File: src/common/uart_alu_pkg.sv
package uart_alu_pkg;

    ////////////////////
    // Serial frame.
    ////////////////////

    // Baud ticks per bit on the serial line.
    localparam int OVERSAMPLE = 16;

    // Payload bits per 8N1 frame.
    localparam int DATA_BITS = 8;

    // One serial payload byte; also the ALU operand and result width.
    typedef logic [DATA_BITS-1:0] byte_t;

    ////////////////////
    // ALU opcodes.
    ////////////////////

    // MIPS-style function codes.
    // Anything not listed here makes the ALU return zero.
    typedef enum logic [7:0] {
        OP_SRL = 8'h02,   // Logical shift right.
        OP_SRA = 8'h03,   // Arithmetic shift right.
        OP_ADD = 8'h20,
        OP_SUB = 8'h22,
        OP_AND = 8'h24,
        OP_OR  = 8'h25,
        OP_XOR = 8'h26,
        OP_NOR = 8'h27
    } alu_op_e;

endpackage

File: src/verilog/baud_rate_gen.sv
`timescale 1ns/1ps

module baud_rate_gen #(
    parameter int CLOCKS_PER_TICK = 163   // About 9600 baud x16 at 25 MHz.
) (
    input  logic i_clock,
    input  logic i_reset,
    output logic o_tick
);

    // A divide by one still needs a one bit counter.
    localparam int CNT_W = (CLOCKS_PER_TICK > 1) ? $clog2(CLOCKS_PER_TICK) : 1;
    localparam logic [CNT_W-1:0] LAST_COUNT = CNT_W'(CLOCKS_PER_TICK - 1);

    logic [CNT_W-1:0] count;

    always_ff @(posedge i_clock) begin
        if (!i_reset) begin
            count  <= '0;
            o_tick <= 1'b0;
        end else begin
            o_tick <= (count == LAST_COUNT);   // One cycle per period.
            if (count == LAST_COUNT) begin
                count <= '0;
            end else begin
                count <= count + 1'b1;
            end
        end
    end

    // The tick is a strobe, never a level.
    a_tick_single: assert property (
        @(posedge i_clock) disable iff (!i_reset)
        (CLOCKS_PER_TICK > 1) && o_tick |=> !o_tick
    );

endmodule

File: src/uart/uart_rx.sv
`timescale 1ns/1ps

module uart_rx (
    input  logic                i_clock,
    input  logic                i_reset,
    input  logic                i_tick,
    input  logic                i_uart_rx,
    output uart_alu_pkg::byte_t o_rx_data,
    output logic                o_rx_done
);

    localparam int TICK_W = $clog2(uart_alu_pkg::OVERSAMPLE);
    localparam int BIT_W  = $clog2(uart_alu_pkg::DATA_BITS);
    localparam logic [TICK_W-1:0] MID_TICK  = TICK_W'(uart_alu_pkg::OVERSAMPLE / 2 - 1);
    localparam logic [TICK_W-1:0] LAST_TICK = TICK_W'(uart_alu_pkg::OVERSAMPLE - 1);
    localparam logic [BIT_W-1:0]  LAST_BIT  = BIT_W'(uart_alu_pkg::DATA_BITS - 1);

    typedef enum logic [1:0] {
        IDLE,
        START,
        DATA,
        STOP
    } state_e;

    state_e              state;
    logic [TICK_W-1:0]   tick_cnt;
    logic [BIT_W-1:0]    bit_cnt;
    logic                rx_meta;
    logic                rx_sync;
    uart_alu_pkg::byte_t shift_reg;
    logic                sample_bit;
    logic                frame_ok;

    // Line is asynchronous to i_clock. Idle level is high.
    always_ff @(posedge i_clock) begin
        if (!i_reset) begin
            rx_meta <= 1'b1;
            rx_sync <= 1'b1;
        end else begin
            rx_meta <= i_uart_rx;
            rx_sync <= rx_meta;
        end
    end

    // Middle of a data bit, and a good stop bit.
    assign sample_bit = (state == DATA) && i_tick && (tick_cnt == LAST_TICK);
    assign frame_ok   = (state == STOP) && i_tick && (tick_cnt == LAST_TICK) && rx_sync;

    ////////////////////
    // Frame FSM.
    ////////////////////

    always_ff @(posedge i_clock) begin
        if (!i_reset) begin
            state     <= IDLE;
            tick_cnt  <= '0;
            bit_cnt   <= '0;
            o_rx_done <= 1'b0;
        end else begin
            o_rx_done <= frame_ok;   // Low stop bit drops the frame.
            case (state)
                IDLE: begin
                    tick_cnt <= '0;
                    bit_cnt  <= '0;
                    if (!rx_sync) begin
                        state <= START;
                    end
                end
                START: begin
                    if (i_tick) begin
                        if (tick_cnt == MID_TICK) begin
                            tick_cnt <= '0;
                            // Line back high by mid start bit is a glitch.
                            state    <= rx_sync ? IDLE : DATA;
                        end else begin
                            tick_cnt <= tick_cnt + 1'b1;
                        end
                    end
                end
                DATA: begin
                    if (sample_bit) begin
                        tick_cnt <= '0;
                        if (bit_cnt == LAST_BIT) begin
                            state <= STOP;
                        end else begin
                            bit_cnt <= bit_cnt + 1'b1;
                        end
                    end else if (i_tick) begin
                        tick_cnt <= tick_cnt + 1'b1;
                    end
                end
                STOP: begin
                    if (i_tick) begin
                        if (tick_cnt == LAST_TICK) begin
                            state <= IDLE;   // Back in time for the next start edge.
                        end else begin
                            tick_cnt <= tick_cnt + 1'b1;
                        end
                    end
                end
                default: state <= IDLE;
            endcase
        end
    end

    // LSB arrives first, so shift in from the top.
    always_ff @(posedge i_clock) begin
        if (sample_bit) begin
            shift_reg <= {rx_sync, shift_reg[uart_alu_pkg::DATA_BITS-1:1]};
        end
        if (frame_ok) begin
            o_rx_data <= shift_reg;   // Holds until the next good frame.
        end
    end

    a_done_single: assert property (
        @(posedge i_clock) disable iff (!i_reset)
        o_rx_done |=> !o_rx_done
    );

endmodule

File: src/uart/uart_tx.sv
`timescale 1ns/1ps

module uart_tx (
    input  logic                i_clock,
    input  logic                i_reset,
    input  logic                i_tick,
    input  logic                i_tx_start,
    input  uart_alu_pkg::byte_t i_tx_data,
    output logic                o_uart_tx,
    output logic                o_tx_done
);

    localparam int TICK_W = $clog2(uart_alu_pkg::OVERSAMPLE);
    localparam int BIT_W  = $clog2(uart_alu_pkg::DATA_BITS);
    localparam logic [TICK_W-1:0] LAST_TICK = TICK_W'(uart_alu_pkg::OVERSAMPLE - 1);
    localparam logic [BIT_W-1:0]  LAST_BIT  = BIT_W'(uart_alu_pkg::DATA_BITS - 1);

    typedef enum logic [1:0] {
        IDLE,
        START,
        DATA,
        STOP
    } state_e;

    state_e              state;
    logic [TICK_W-1:0]   tick_cnt;
    logic [BIT_W-1:0]    bit_cnt;
    uart_alu_pkg::byte_t shift_reg;
    logic                bit_end;

    assign bit_end = i_tick && (tick_cnt == LAST_TICK);   // Last tick of a bit time.

    ////////////////////
    // Serializer FSM.
    ////////////////////

    always_ff @(posedge i_clock) begin
        if (!i_reset) begin
            state     <= IDLE;
            tick_cnt  <= '0;
            bit_cnt   <= '0;
            o_uart_tx <= 1'b1;
            o_tx_done <= 1'b0;
        end else begin
            o_tx_done <= 1'b0;
            if (state != IDLE && i_tick) begin
                tick_cnt <= tick_cnt + 1'b1;   // Wraps to zero on bit_end.
            end
            case (state)
                IDLE: begin
                    tick_cnt  <= '0;
                    bit_cnt   <= '0;
                    o_uart_tx <= 1'b1;
                    if (i_tx_start) begin
                        state     <= START;
                        o_uart_tx <= 1'b0;   // Start bit.
                    end
                end
                START: begin
                    if (bit_end) begin
                        state     <= DATA;
                        o_uart_tx <= shift_reg[0];
                    end
                end
                DATA: begin
                    if (bit_end) begin
                        if (bit_cnt == LAST_BIT) begin
                            state     <= STOP;
                            o_uart_tx <= 1'b1;
                        end else begin
                            bit_cnt   <= bit_cnt + 1'b1;
                            o_uart_tx <= shift_reg[1];   // Next bit, shifted this edge.
                        end
                    end
                end
                STOP: begin
                    if (bit_end) begin
                        state     <= IDLE;
                        o_tx_done <= 1'b1;
                    end
                end
                default: state <= IDLE;
            endcase
        end
    end

    // Payload. Start pulses while busy are ignored.
    always_ff @(posedge i_clock) begin
        if (state == IDLE && i_tx_start) begin
            shift_reg <= i_tx_data;
        end else if (state == DATA && bit_end) begin
            shift_reg <= {1'b0, shift_reg[uart_alu_pkg::DATA_BITS-1:1]};
        end
    end

    a_idle_high: assert property (
        @(posedge i_clock) disable iff (!i_reset)
        (state == IDLE) |-> o_uart_tx
    );

endmodule

File: src/verilog/alu.sv
`timescale 1ns/1ps

module alu (
    input  uart_alu_pkg::byte_t   i_data_a,
    input  uart_alu_pkg::byte_t   i_data_b,
    input  uart_alu_pkg::alu_op_e i_opcode,
    output uart_alu_pkg::byte_t   o_result
);

    // Shifts use only the low three bits of B.
    logic [2:0] shamt;

    assign shamt = i_data_b[2:0];

    always_comb begin
        case (i_opcode)
            uart_alu_pkg::OP_ADD: begin
                o_result = i_data_a + i_data_b;   // Carry out is dropped.
            end
            uart_alu_pkg::OP_SUB: begin
                o_result = i_data_a - i_data_b;
            end
            uart_alu_pkg::OP_AND: begin
                o_result = i_data_a & i_data_b;
            end
            uart_alu_pkg::OP_OR: begin
                o_result = i_data_a | i_data_b;
            end
            uart_alu_pkg::OP_XOR: begin
                o_result = i_data_a ^ i_data_b;
            end
            uart_alu_pkg::OP_NOR: begin
                o_result = ~(i_data_a | i_data_b);
            end
            uart_alu_pkg::OP_SRA: begin
                o_result = $signed(i_data_a) >>> shamt;   // Sign bit fills.
            end
            uart_alu_pkg::OP_SRL: begin
                o_result = i_data_a >> shamt;
            end
            default: begin
                o_result = '0;   // Unknown opcode.
            end
        endcase
    end

endmodule

File: src/verilog/interface_circuit.sv
`timescale 1ns/1ps

module interface_circuit (
    input  logic                  i_clock,
    input  logic                  i_reset,
    input  logic                  i_rx_done,
    input  uart_alu_pkg::byte_t   i_rx_data,
    input  uart_alu_pkg::byte_t   i_alu_result,
    input  logic                  i_tx_done,
    output uart_alu_pkg::byte_t   o_data_a,
    output uart_alu_pkg::byte_t   o_data_b,
    output uart_alu_pkg::alu_op_e o_opcode,
    output logic                  o_tx_start,
    output uart_alu_pkg::byte_t   o_tx_data
);

    // Byte order on the line is A, opcode, B.
    typedef enum logic [2:0] {
        IDLE_A,
        GET_OP,
        GET_B,
        LAUNCH,
        WAIT_TX
    } state_e;

    state_e state;
    state_e next_state;

    ////////////////////
    // Next state.
    ////////////////////

    always_comb begin
        next_state = state;
        case (state)
            IDLE_A: begin
                if (i_rx_done) begin
                    next_state = GET_OP;
                end
            end
            GET_OP: begin
                if (i_rx_done) begin
                    next_state = GET_B;
                end
            end
            GET_B: begin
                if (i_rx_done) begin
                    next_state = LAUNCH;
                end
            end
            LAUNCH: begin
                next_state = WAIT_TX;   // B is registered, ALU result settled.
            end
            WAIT_TX: begin
                // Received bytes are dropped until the reply is out.
                if (i_tx_done) begin
                    next_state = IDLE_A;
                end
            end
            default: next_state = IDLE_A;
        endcase
    end

    ////////////////////
    // Registers.
    ////////////////////

    always_ff @(posedge i_clock) begin
        if (!i_reset) begin
            state      <= IDLE_A;
            o_data_a   <= '0;
            o_data_b   <= '0;
            o_opcode   <= uart_alu_pkg::alu_op_e'(8'h00);
            o_tx_start <= 1'b0;
            o_tx_data  <= '0;
        end else begin
            state      <= next_state;
            o_tx_start <= 1'b0;
            case (state)
                IDLE_A: begin
                    if (i_rx_done) begin
                        o_data_a <= i_rx_data;
                    end
                end
                GET_OP: begin
                    if (i_rx_done) begin
                        o_opcode <= uart_alu_pkg::alu_op_e'(i_rx_data);   // Any value.
                    end
                end
                GET_B: begin
                    if (i_rx_done) begin
                        o_data_b <= i_rx_data;
                    end
                end
                LAUNCH: begin
                    o_tx_start <= 1'b1;
                    o_tx_data  <= i_alu_result;
                end
                default: begin
                    o_tx_start <= 1'b0;   // WAIT_TX holds everything.
                end
            endcase
        end
    end

    a_start_single: assert property (
        @(posedge i_clock) disable iff (!i_reset)
        o_tx_start |=> !o_tx_start
    );

    // The start strobe comes from LAUNCH, right after the byte for B.
    a_start_from_launch: assert property (
        @(posedge i_clock) disable iff (!i_reset)
        $rose(o_tx_start) |-> ($past(state) == LAUNCH) && $past(i_rx_done, 2)
    );

endmodule

File: src/verilog/uart_alu_top.sv
`timescale 1ns/1ps

module uart_alu_top #(
    parameter int CLOCKS_PER_TICK = 163
) (
    input  logic i_clock,
    input  logic i_reset,
    input  logic i_uart_rx,
    output logic o_uart_tx
);

    logic                  tick;
    uart_alu_pkg::byte_t   rx_data;
    logic                  rx_done;
    logic                  tx_start;
    uart_alu_pkg::byte_t   tx_data;
    logic                  tx_done;
    uart_alu_pkg::byte_t   data_a;
    uart_alu_pkg::byte_t   data_b;
    uart_alu_pkg::alu_op_e opcode;
    uart_alu_pkg::byte_t   alu_result;

    baud_rate_gen #(
        .CLOCKS_PER_TICK(CLOCKS_PER_TICK)
    ) u_baud_rate_gen (
        .i_clock (i_clock),
        .i_reset (i_reset),
        .o_tick  (tick)
    );

    uart_rx u_uart_rx (
        .i_clock   (i_clock),
        .i_reset   (i_reset),
        .i_tick    (tick),
        .i_uart_rx (i_uart_rx),
        .o_rx_data (rx_data),
        .o_rx_done (rx_done)
    );

    // Sequences A, opcode, B and starts the reply.
    interface_circuit u_interface_circuit (
        .i_clock      (i_clock),
        .i_reset      (i_reset),
        .i_rx_done    (rx_done),
        .i_rx_data    (rx_data),
        .i_alu_result (alu_result),
        .i_tx_done    (tx_done),
        .o_data_a     (data_a),
        .o_data_b     (data_b),
        .o_opcode     (opcode),
        .o_tx_start   (tx_start),
        .o_tx_data    (tx_data)
    );

    alu u_alu (
        .i_data_a (data_a),
        .i_data_b (data_b),
        .i_opcode (opcode),
        .o_result (alu_result)
    );

    uart_tx u_uart_tx (
        .i_clock    (i_clock),
        .i_reset    (i_reset),
        .i_tick     (tick),
        .i_tx_start (tx_start),
        .i_tx_data  (tx_data),
        .o_uart_tx  (o_uart_tx),
        .o_tx_done  (tx_done)
    );

endmodule

File: config.mk
export PLATFORM = sky130hd
export DESIGN_NAME = uart_alu_top
export DESIGN_NICKNAME = d
export VERILOG_FILES = /design/src/common/uart_alu_pkg.sv /design/src/verilog/baud_rate_gen.sv /design/src/uart/uart_rx.sv /design/src/uart/uart_tx.sv /design/src/verilog/alu.sv /design/src/verilog/interface_circuit.sv /design/src/verilog/uart_alu_top.sv
export SDC_FILE = /design/constraint.sdc
export NUM_CORES = 1
export LEC_CHECK = 0
export ABC_AREA = 1
export BUFFER_PORTS_ARGS = -buffer_cell sky130_fd_sc_hd__buf_2
export CAP_MARGIN = 20
export CORE_MARGIN = 3
export CORE_UTILIZATION = 38
export CTS_BUF_LIST = sky130_fd_sc_hd__clkbuf_16
export DETAILED_ROUTE_END_ITERATION = 6
export GPL_TIMING_DRIVEN = 0
export MAX_ROUTING_LAYER = met4
export RECOVER_POWER = 50
export SYNTH_ARGS = -nofsm -noshare
export SYNTH_HDL_FRONTEND = slang
export SYNTH_SLANG_ARGS = --single-unit
File: constraint.sdc
create_clock -name i_clock -period 4.2 [get_ports i_clock]
set_clock_uncertainty 0.05 [all_clocks]
set_input_delay 0 -clock i_clock [delete_from_list [all_inputs] [get_ports i_clock]]
set_output_delay 0 -clock i_clock [all_outputs]
set_load 0.01 [all_outputs]
## Yosys cells after proc, flatten, opt, wreduce, memory -nomap -nowiden

Cells that the tools add are included.

- Bits of input ports: 3
- Logic and storage cells: 153
- Flip-flop bits (word level): 92

- Add/subtract/negate cells: 7
- Muxes and demuxes: 43
- Reduce and logical (&&, ||, !) cells: 30
- Shifts and indexed selects: 2
- Bitwise operators: 5
- Equal/unequal tests: 44

Operator list:

| cell | count |
|---|---|
| 8-bit one-hot mux with 8 select lines | 1 |
| 8-bit by 6-bit equality test with 1-bit output (second input constant) | 6 |
| 2-bit 2-to-1 mux | 13 |
| 3-bit 2-to-1 mux | 8 |
| 4-bit 2-to-1 mux | 6 |
| 2-bit != test (second input constant) | 12 |
| 8-bit by 2-bit equality test with 1-bit output (second input constant) | 2 |
| 8-bit 2-to-1 mux | 2 |
| 2-bit one-hot mux with 4 select lines | 2 |
| 4-bit one-hot mux with 4 select lines | 1 |
| 3-bit one-hot mux with 5 select lines | 1 |
| 2-bit by 1-bit != test with 1-bit output (second input constant) | 7 |
| 3-bit one-hot mux with 2 select lines | 2 |
| 3-bit equality test (second input constant) | 3 |
| 1-bit logical AND | 9 |
| 3-bit AND reduction | 3 |
| 4-bit by 1-bit adder with 4-bit output (second input constant) | 2 |
| 8-bit by 1-bit adder with 8-bit output (second input constant) | 1 |
| 8-bit adder | 1 |
| 8-bit AND | 1 |
| 2-bit equality test (second input constant) | 4 |
| 4-bit equality test (second input constant) | 2 |
| 8-bit equality test (second input constant) | 1 |
| 8-bit inverter | 1 |
| 23 further kinds | 40 |

## Longest topological paths before layout

- Word-level depth: 5
- Mapped depth: 19
- Gate-level depth less buffers: 18

## Hierarchy

From an unflattened synthesis, not the netlist that was laid out.

- Cell total of the unflattened synthesis: 736
- Area, all modules: 5,537.8 µm²

Modules (own cells, without submodules):

| module | sequential area each (µm²) | area an instance (µm²) | instances | cells each |
|---|---|---|---|---|
| alu | 0.0 | 1,626.6 | 1 | 297 |
| interface_circuit | 720.7 | 1,357.6 | 1 | 168 |
| uart_rx | 720.7 | 1,123.6 | 1 | 106 |
| uart_tx | 460.4 | 992.2 | 1 | 109 |
| baud_rate_gen | 180.2 | 437.9 | 1 | 56 |

## Least setup slack after synthesis

No wires, ideal clock.

- Path type: flip-flop to flip-flop
- From: reg u_interface_circuit.o_data_b[1]
- To: reg u_interface_circuit.o_tx_data[7]
- Path slack: 1.771 ns
- Required time: 4.035 ns
- Stages on the path, launching flop included: 20
- Arrival: 2.264 ns
- Clock period less this slack: 2.429 ns
- Cells stage by stage: dfxtp_1 > inv_1 > buf_2 > ha_1 > inv_1 > nor3_1 > inv_1 > o31ai_1 > xor2_1 > ha_1 > nand2_1 > inv_1 > a21oi_1 > nand2_1 > inv_1 > nand2_1 > nand3_2 > nand2_1 > nand2_1 > a21oi_2

- Word-level cells in the longest chain between the ends: 2
- Elaborated cells on any way between the ends: 5

Ends and longest elaborated chain:

| what | RTL line | RTL |
|---|---|---|
| from (decl) | interface_circuit.sv:11 | `output uart_alu_pkg::byte_t o_data_b,` |
| from (signal assigned) | interface_circuit.sv:92 | `o_data_b <= i_rx_data;` |
| 8-bit subtractor, or another cell as far along | alu.sv:21 | `o_result = i_data_a - i_data_b;` |
| 8-bit one-hot mux with 8 select lines (*) | alu.sv:16 | `case (i_opcode)` |
| to (signal assigned) | interface_circuit.sv:97 | `o_tx_data <= i_alu_result;` |
| to (decl) | interface_circuit.sv:14 | `output uart_alu_pkg::byte_t o_tx_data` |

Mark *: on every way between the ends. The rest lies on a longest branch, timed or not.
A chain may end at the register's enable or synchronous reset.

## Final worst setup path

Same ends and word-level chain as after synthesis.

==> results.yml <==
outcome:
  status: "completed"
synth:
  synth.avg_cell_area_um2: 7.78
  synthArstFlopShare_pct: 0
  synth_seq_cells: 92
  synth.yosys.warnings: 0
  synth_edf_count: 24
  ys_seq_area_share_pct: 40.1
  yosysUniqueCellTypes: 49
  synth_area_leader_cell: "dfxtp_1"
  ys.flop_type: "dfxtp_1"
  ys_top_cells_by_area: "dfxtp_1, edfxtp_1, nand2_1"
  synth_fp_nets: 708
  synthesis.instances: 668
  synth_area_mm2: 0.00519
  synthDominantCellAreaShare_pct: 26.2
global_route:
  grt_pass1_vias: 4188
  globalRouteOverflowTotal: 0
  grt_max_degree: 18
  grt.total_usage_pct: 16.9
  antenna_found_initial: 0
  grt_pass1_wl_um: 19600
floorplan:
  die_x_um: 123
  start_util_pct: 39.1
  core_area_mm2: 0.0133
  rows: 42
  ios: 4
  die_height_um: 123
  die_area_mm2: 0.0151
pwr:
  pwr-share-clk_pct: 44.4
  swShare_pct: 24.1
  power.internal_w: 0.00151
  finalPower_w: 0.00199
  p_sw_w: 0.000479
  powerDensity_mw_per_mm2: 345
  share_seq_of_total_power_pct: 47.0
  p_leak_nw: 2.44
  pwr-share-comb_pct: 8.6
  max-vdd-ir-drop_v: 0.000260
clock_tree:
  cts-htree-levels: 3
  numCtsBuffers: 9
  post_cts_buffers: 0
  cts_max_path_buffers: 2
  clock_latency_ns: 0.33
  cts.sinks: 92
  cts_resized: 0
  hold_buffers: 2
  cts_tree: "built"
  path_clk_slew_ns: 0.07
  clk_root_buffer_cell: "clkbuf_16"
final_layout:
  final_common_cell: "nand2_1"
  final_area_mm2: 0.00578
  nNetsFinal: 726
  final_cell_count_no_fill: 867
  drive_gt1_share_pct: 11.7
  area_growth_pct: 11.2
  utilization_pct: 43.4
  layout_common_cells: "nand2_1, inv_1, dfxtp_1"
  n_antenna_cell: 0
route:
  dr_wl_met3_um: 457
  dr.first_iter.drc_count: 220
  dr_wl_met2_um: 5410
  m1WireLength_um: 5460
  dr.pass1.iters: 5
  via_count: 4334
  drc: 0
  top_layer: "met4"
  wirelength_um: 11500
  wl_per_cell_um: 13.3
  ant_nets: 0
  via_per_inst: 5.00
timing:
  setup-tns-final_ns: 0
  finalHoldViolations: 0
  drv_slew: 0
  worst_slew_pin_slew_ns: 0.650
  rsz0062_at_grt: "no"
  fmax_mhz: 347
  period_needed_ns: 2.88
  slew_headroom_pct: 56.5
  setup_viol: 0
  finalCritPeriodShare_pct: 68.5
critical_path:
  crit_arrival_ns: 3.03
  path_class: "register to register"
  critPathLaunchType: "register"
  end_kind: "register"
  crit_path_max_fanout: 11
  critPathRequiredTime_ns: 4.36
place:
  dp_cells: 847
  portBuffers: 3
  dp_hpwl_um: 8940
  place.gp.congestion: 0.953
  dpl_cell_area_mm2: 0.00543
job:
  maxCapViolations: 0
min_path:
  worstHoldPathType: "primary input to register"
final timing paths:
path | to | slack, ns | startpoint | depth (start not counted)
worst max-delay path | u_interface_circuit.o_tx_data[7]$_SDFFE_PN0P_ | 1.32 | u_interface_circuit.o_data_b[1]$_SDFFE_PN0P_ | 19
worst min-delay path | u_uart_rx.rx_meta$_SDFF_PN1_ | 0.33 | i_uart_rx | 3
worst max register to register | u_interface_circuit.o_tx_data[7]$_SDFFE_PN0P_ | 1.32 | u_interface_circuit.o_data_b[1]$_SDFFE_PN0P_ | 19
worst min register to register | u_uart_rx.rx_sync$_SDFF_PN1_ | 0.36 | u_uart_rx.rx_meta$_SDFF_PN1_ | 1
per-stage QoR:
stage / hold slack [ns] / setup slack, ns
final: 0.332 / 1.32
after global routing: 0.326 / 1.05
after CTS: 0.315 / 1.29
after detailed placement: 0.142 / 1.31
after global placement: 0.136 / 1.33
after floorplan: 0.0566 / 1.77
power groups by stage:
| stage | sequential, W | combinational [W] | clock (W) |
|---|---|---|---|
| final | 0.000935 | 0.000171 | 0.000885 |
| after global routing | 0.000937 | 0.000194 | 0.000953 |
| after CTS | 0.000935 | 0.000171 | 0.000915 |
| after detailed placement | 0.000955 | 0.000169 | 0 |
| after global placement | 0.000954 | 0.000163 | 0 |
| after floorplan | 0.000954 | 0.000131 | 0 |
metal layers:
metal | global-route usage, % | vias to the layer above
met5 | - | -
met4 | 6.44 | 0
met1 | 21.8 | 1980
met3 | 2.42 | 17
li1 | - | 2239
met2 | 27.1 | 98
final cells by class:
type / instances / area [um2]
multi-input cells: 469 / 2690
plain buffers: 13 / 56.3
clock inverters: 7 / 106
repair buffers: 7 / 45.0
fillers: 1332 / 7520
clock buffers: 9 / 225
inverters: 94 / 355
flip-flops and latches: 92 / 2080
well taps: 176 / 220
Yosys cell counts (2+ instances only):
master	count
nor2_2	7
nor2_1	47
nor4_1	3
xor2_1	8
a21oi_1	51
a211oi_1	2
a21oi_2	5
inv_1	80
inv_2	11
nor3_2	3
nor2_4	2
nor3_1	9
clkbuf_1	5
nand2_2	8
nand2_1	140
buf_2	5
o21ai_1	7
nand3_2	7
ha_1	36
nand4_1	7
edfxtp_1	24
mux2_2	7
clkinv_1	2
or2_2	4
dfxtp_1	68
xnor2_1	3
nand2_4	2
o211ai_1	3
nand3_1	41
nor3b_1	2
o21ai_0	51
critical path, stage by stage (launching register included):
cell	delay (ns)
dfxtp_1	0.39
inv_1	0.12
buf_2	0.24
ha_1	0.18
inv_1	0.05
nor3_1	0.15
inv_1	0.08
o31ai_1	0.23
xor2_1	0.17
ha_1	0.28
nand2_1	0.12
inv_1	0.05
a21oi_1	0.14
nand2_1	0.12
inv_1	0.07
nand2_1	0.06
nand3_2	0.07
nand2_1	0.05
nand2_1	0.07
a21oi_2	0.06
cells by family (layout without fill, tap and decap cells):
| logic type | Yosys count | count (layout) | synth area share (%) |
|---|---|---|---|
| buf+inv | 107 | 130 | 8.17 |
| compound gates | 127 | 127 | 13.2 |
| simple gates | 286 | 286 | 25.9 |
| xor+xnor | 11 | 11 | 1.86 |
| flops | 92 | 92 | 40.1 |
| fa+ha+maj | 37 | 37 | 9.06 |
| mux | 8 | 8 | 1.71 |
(Power assumes the default switching activity.)
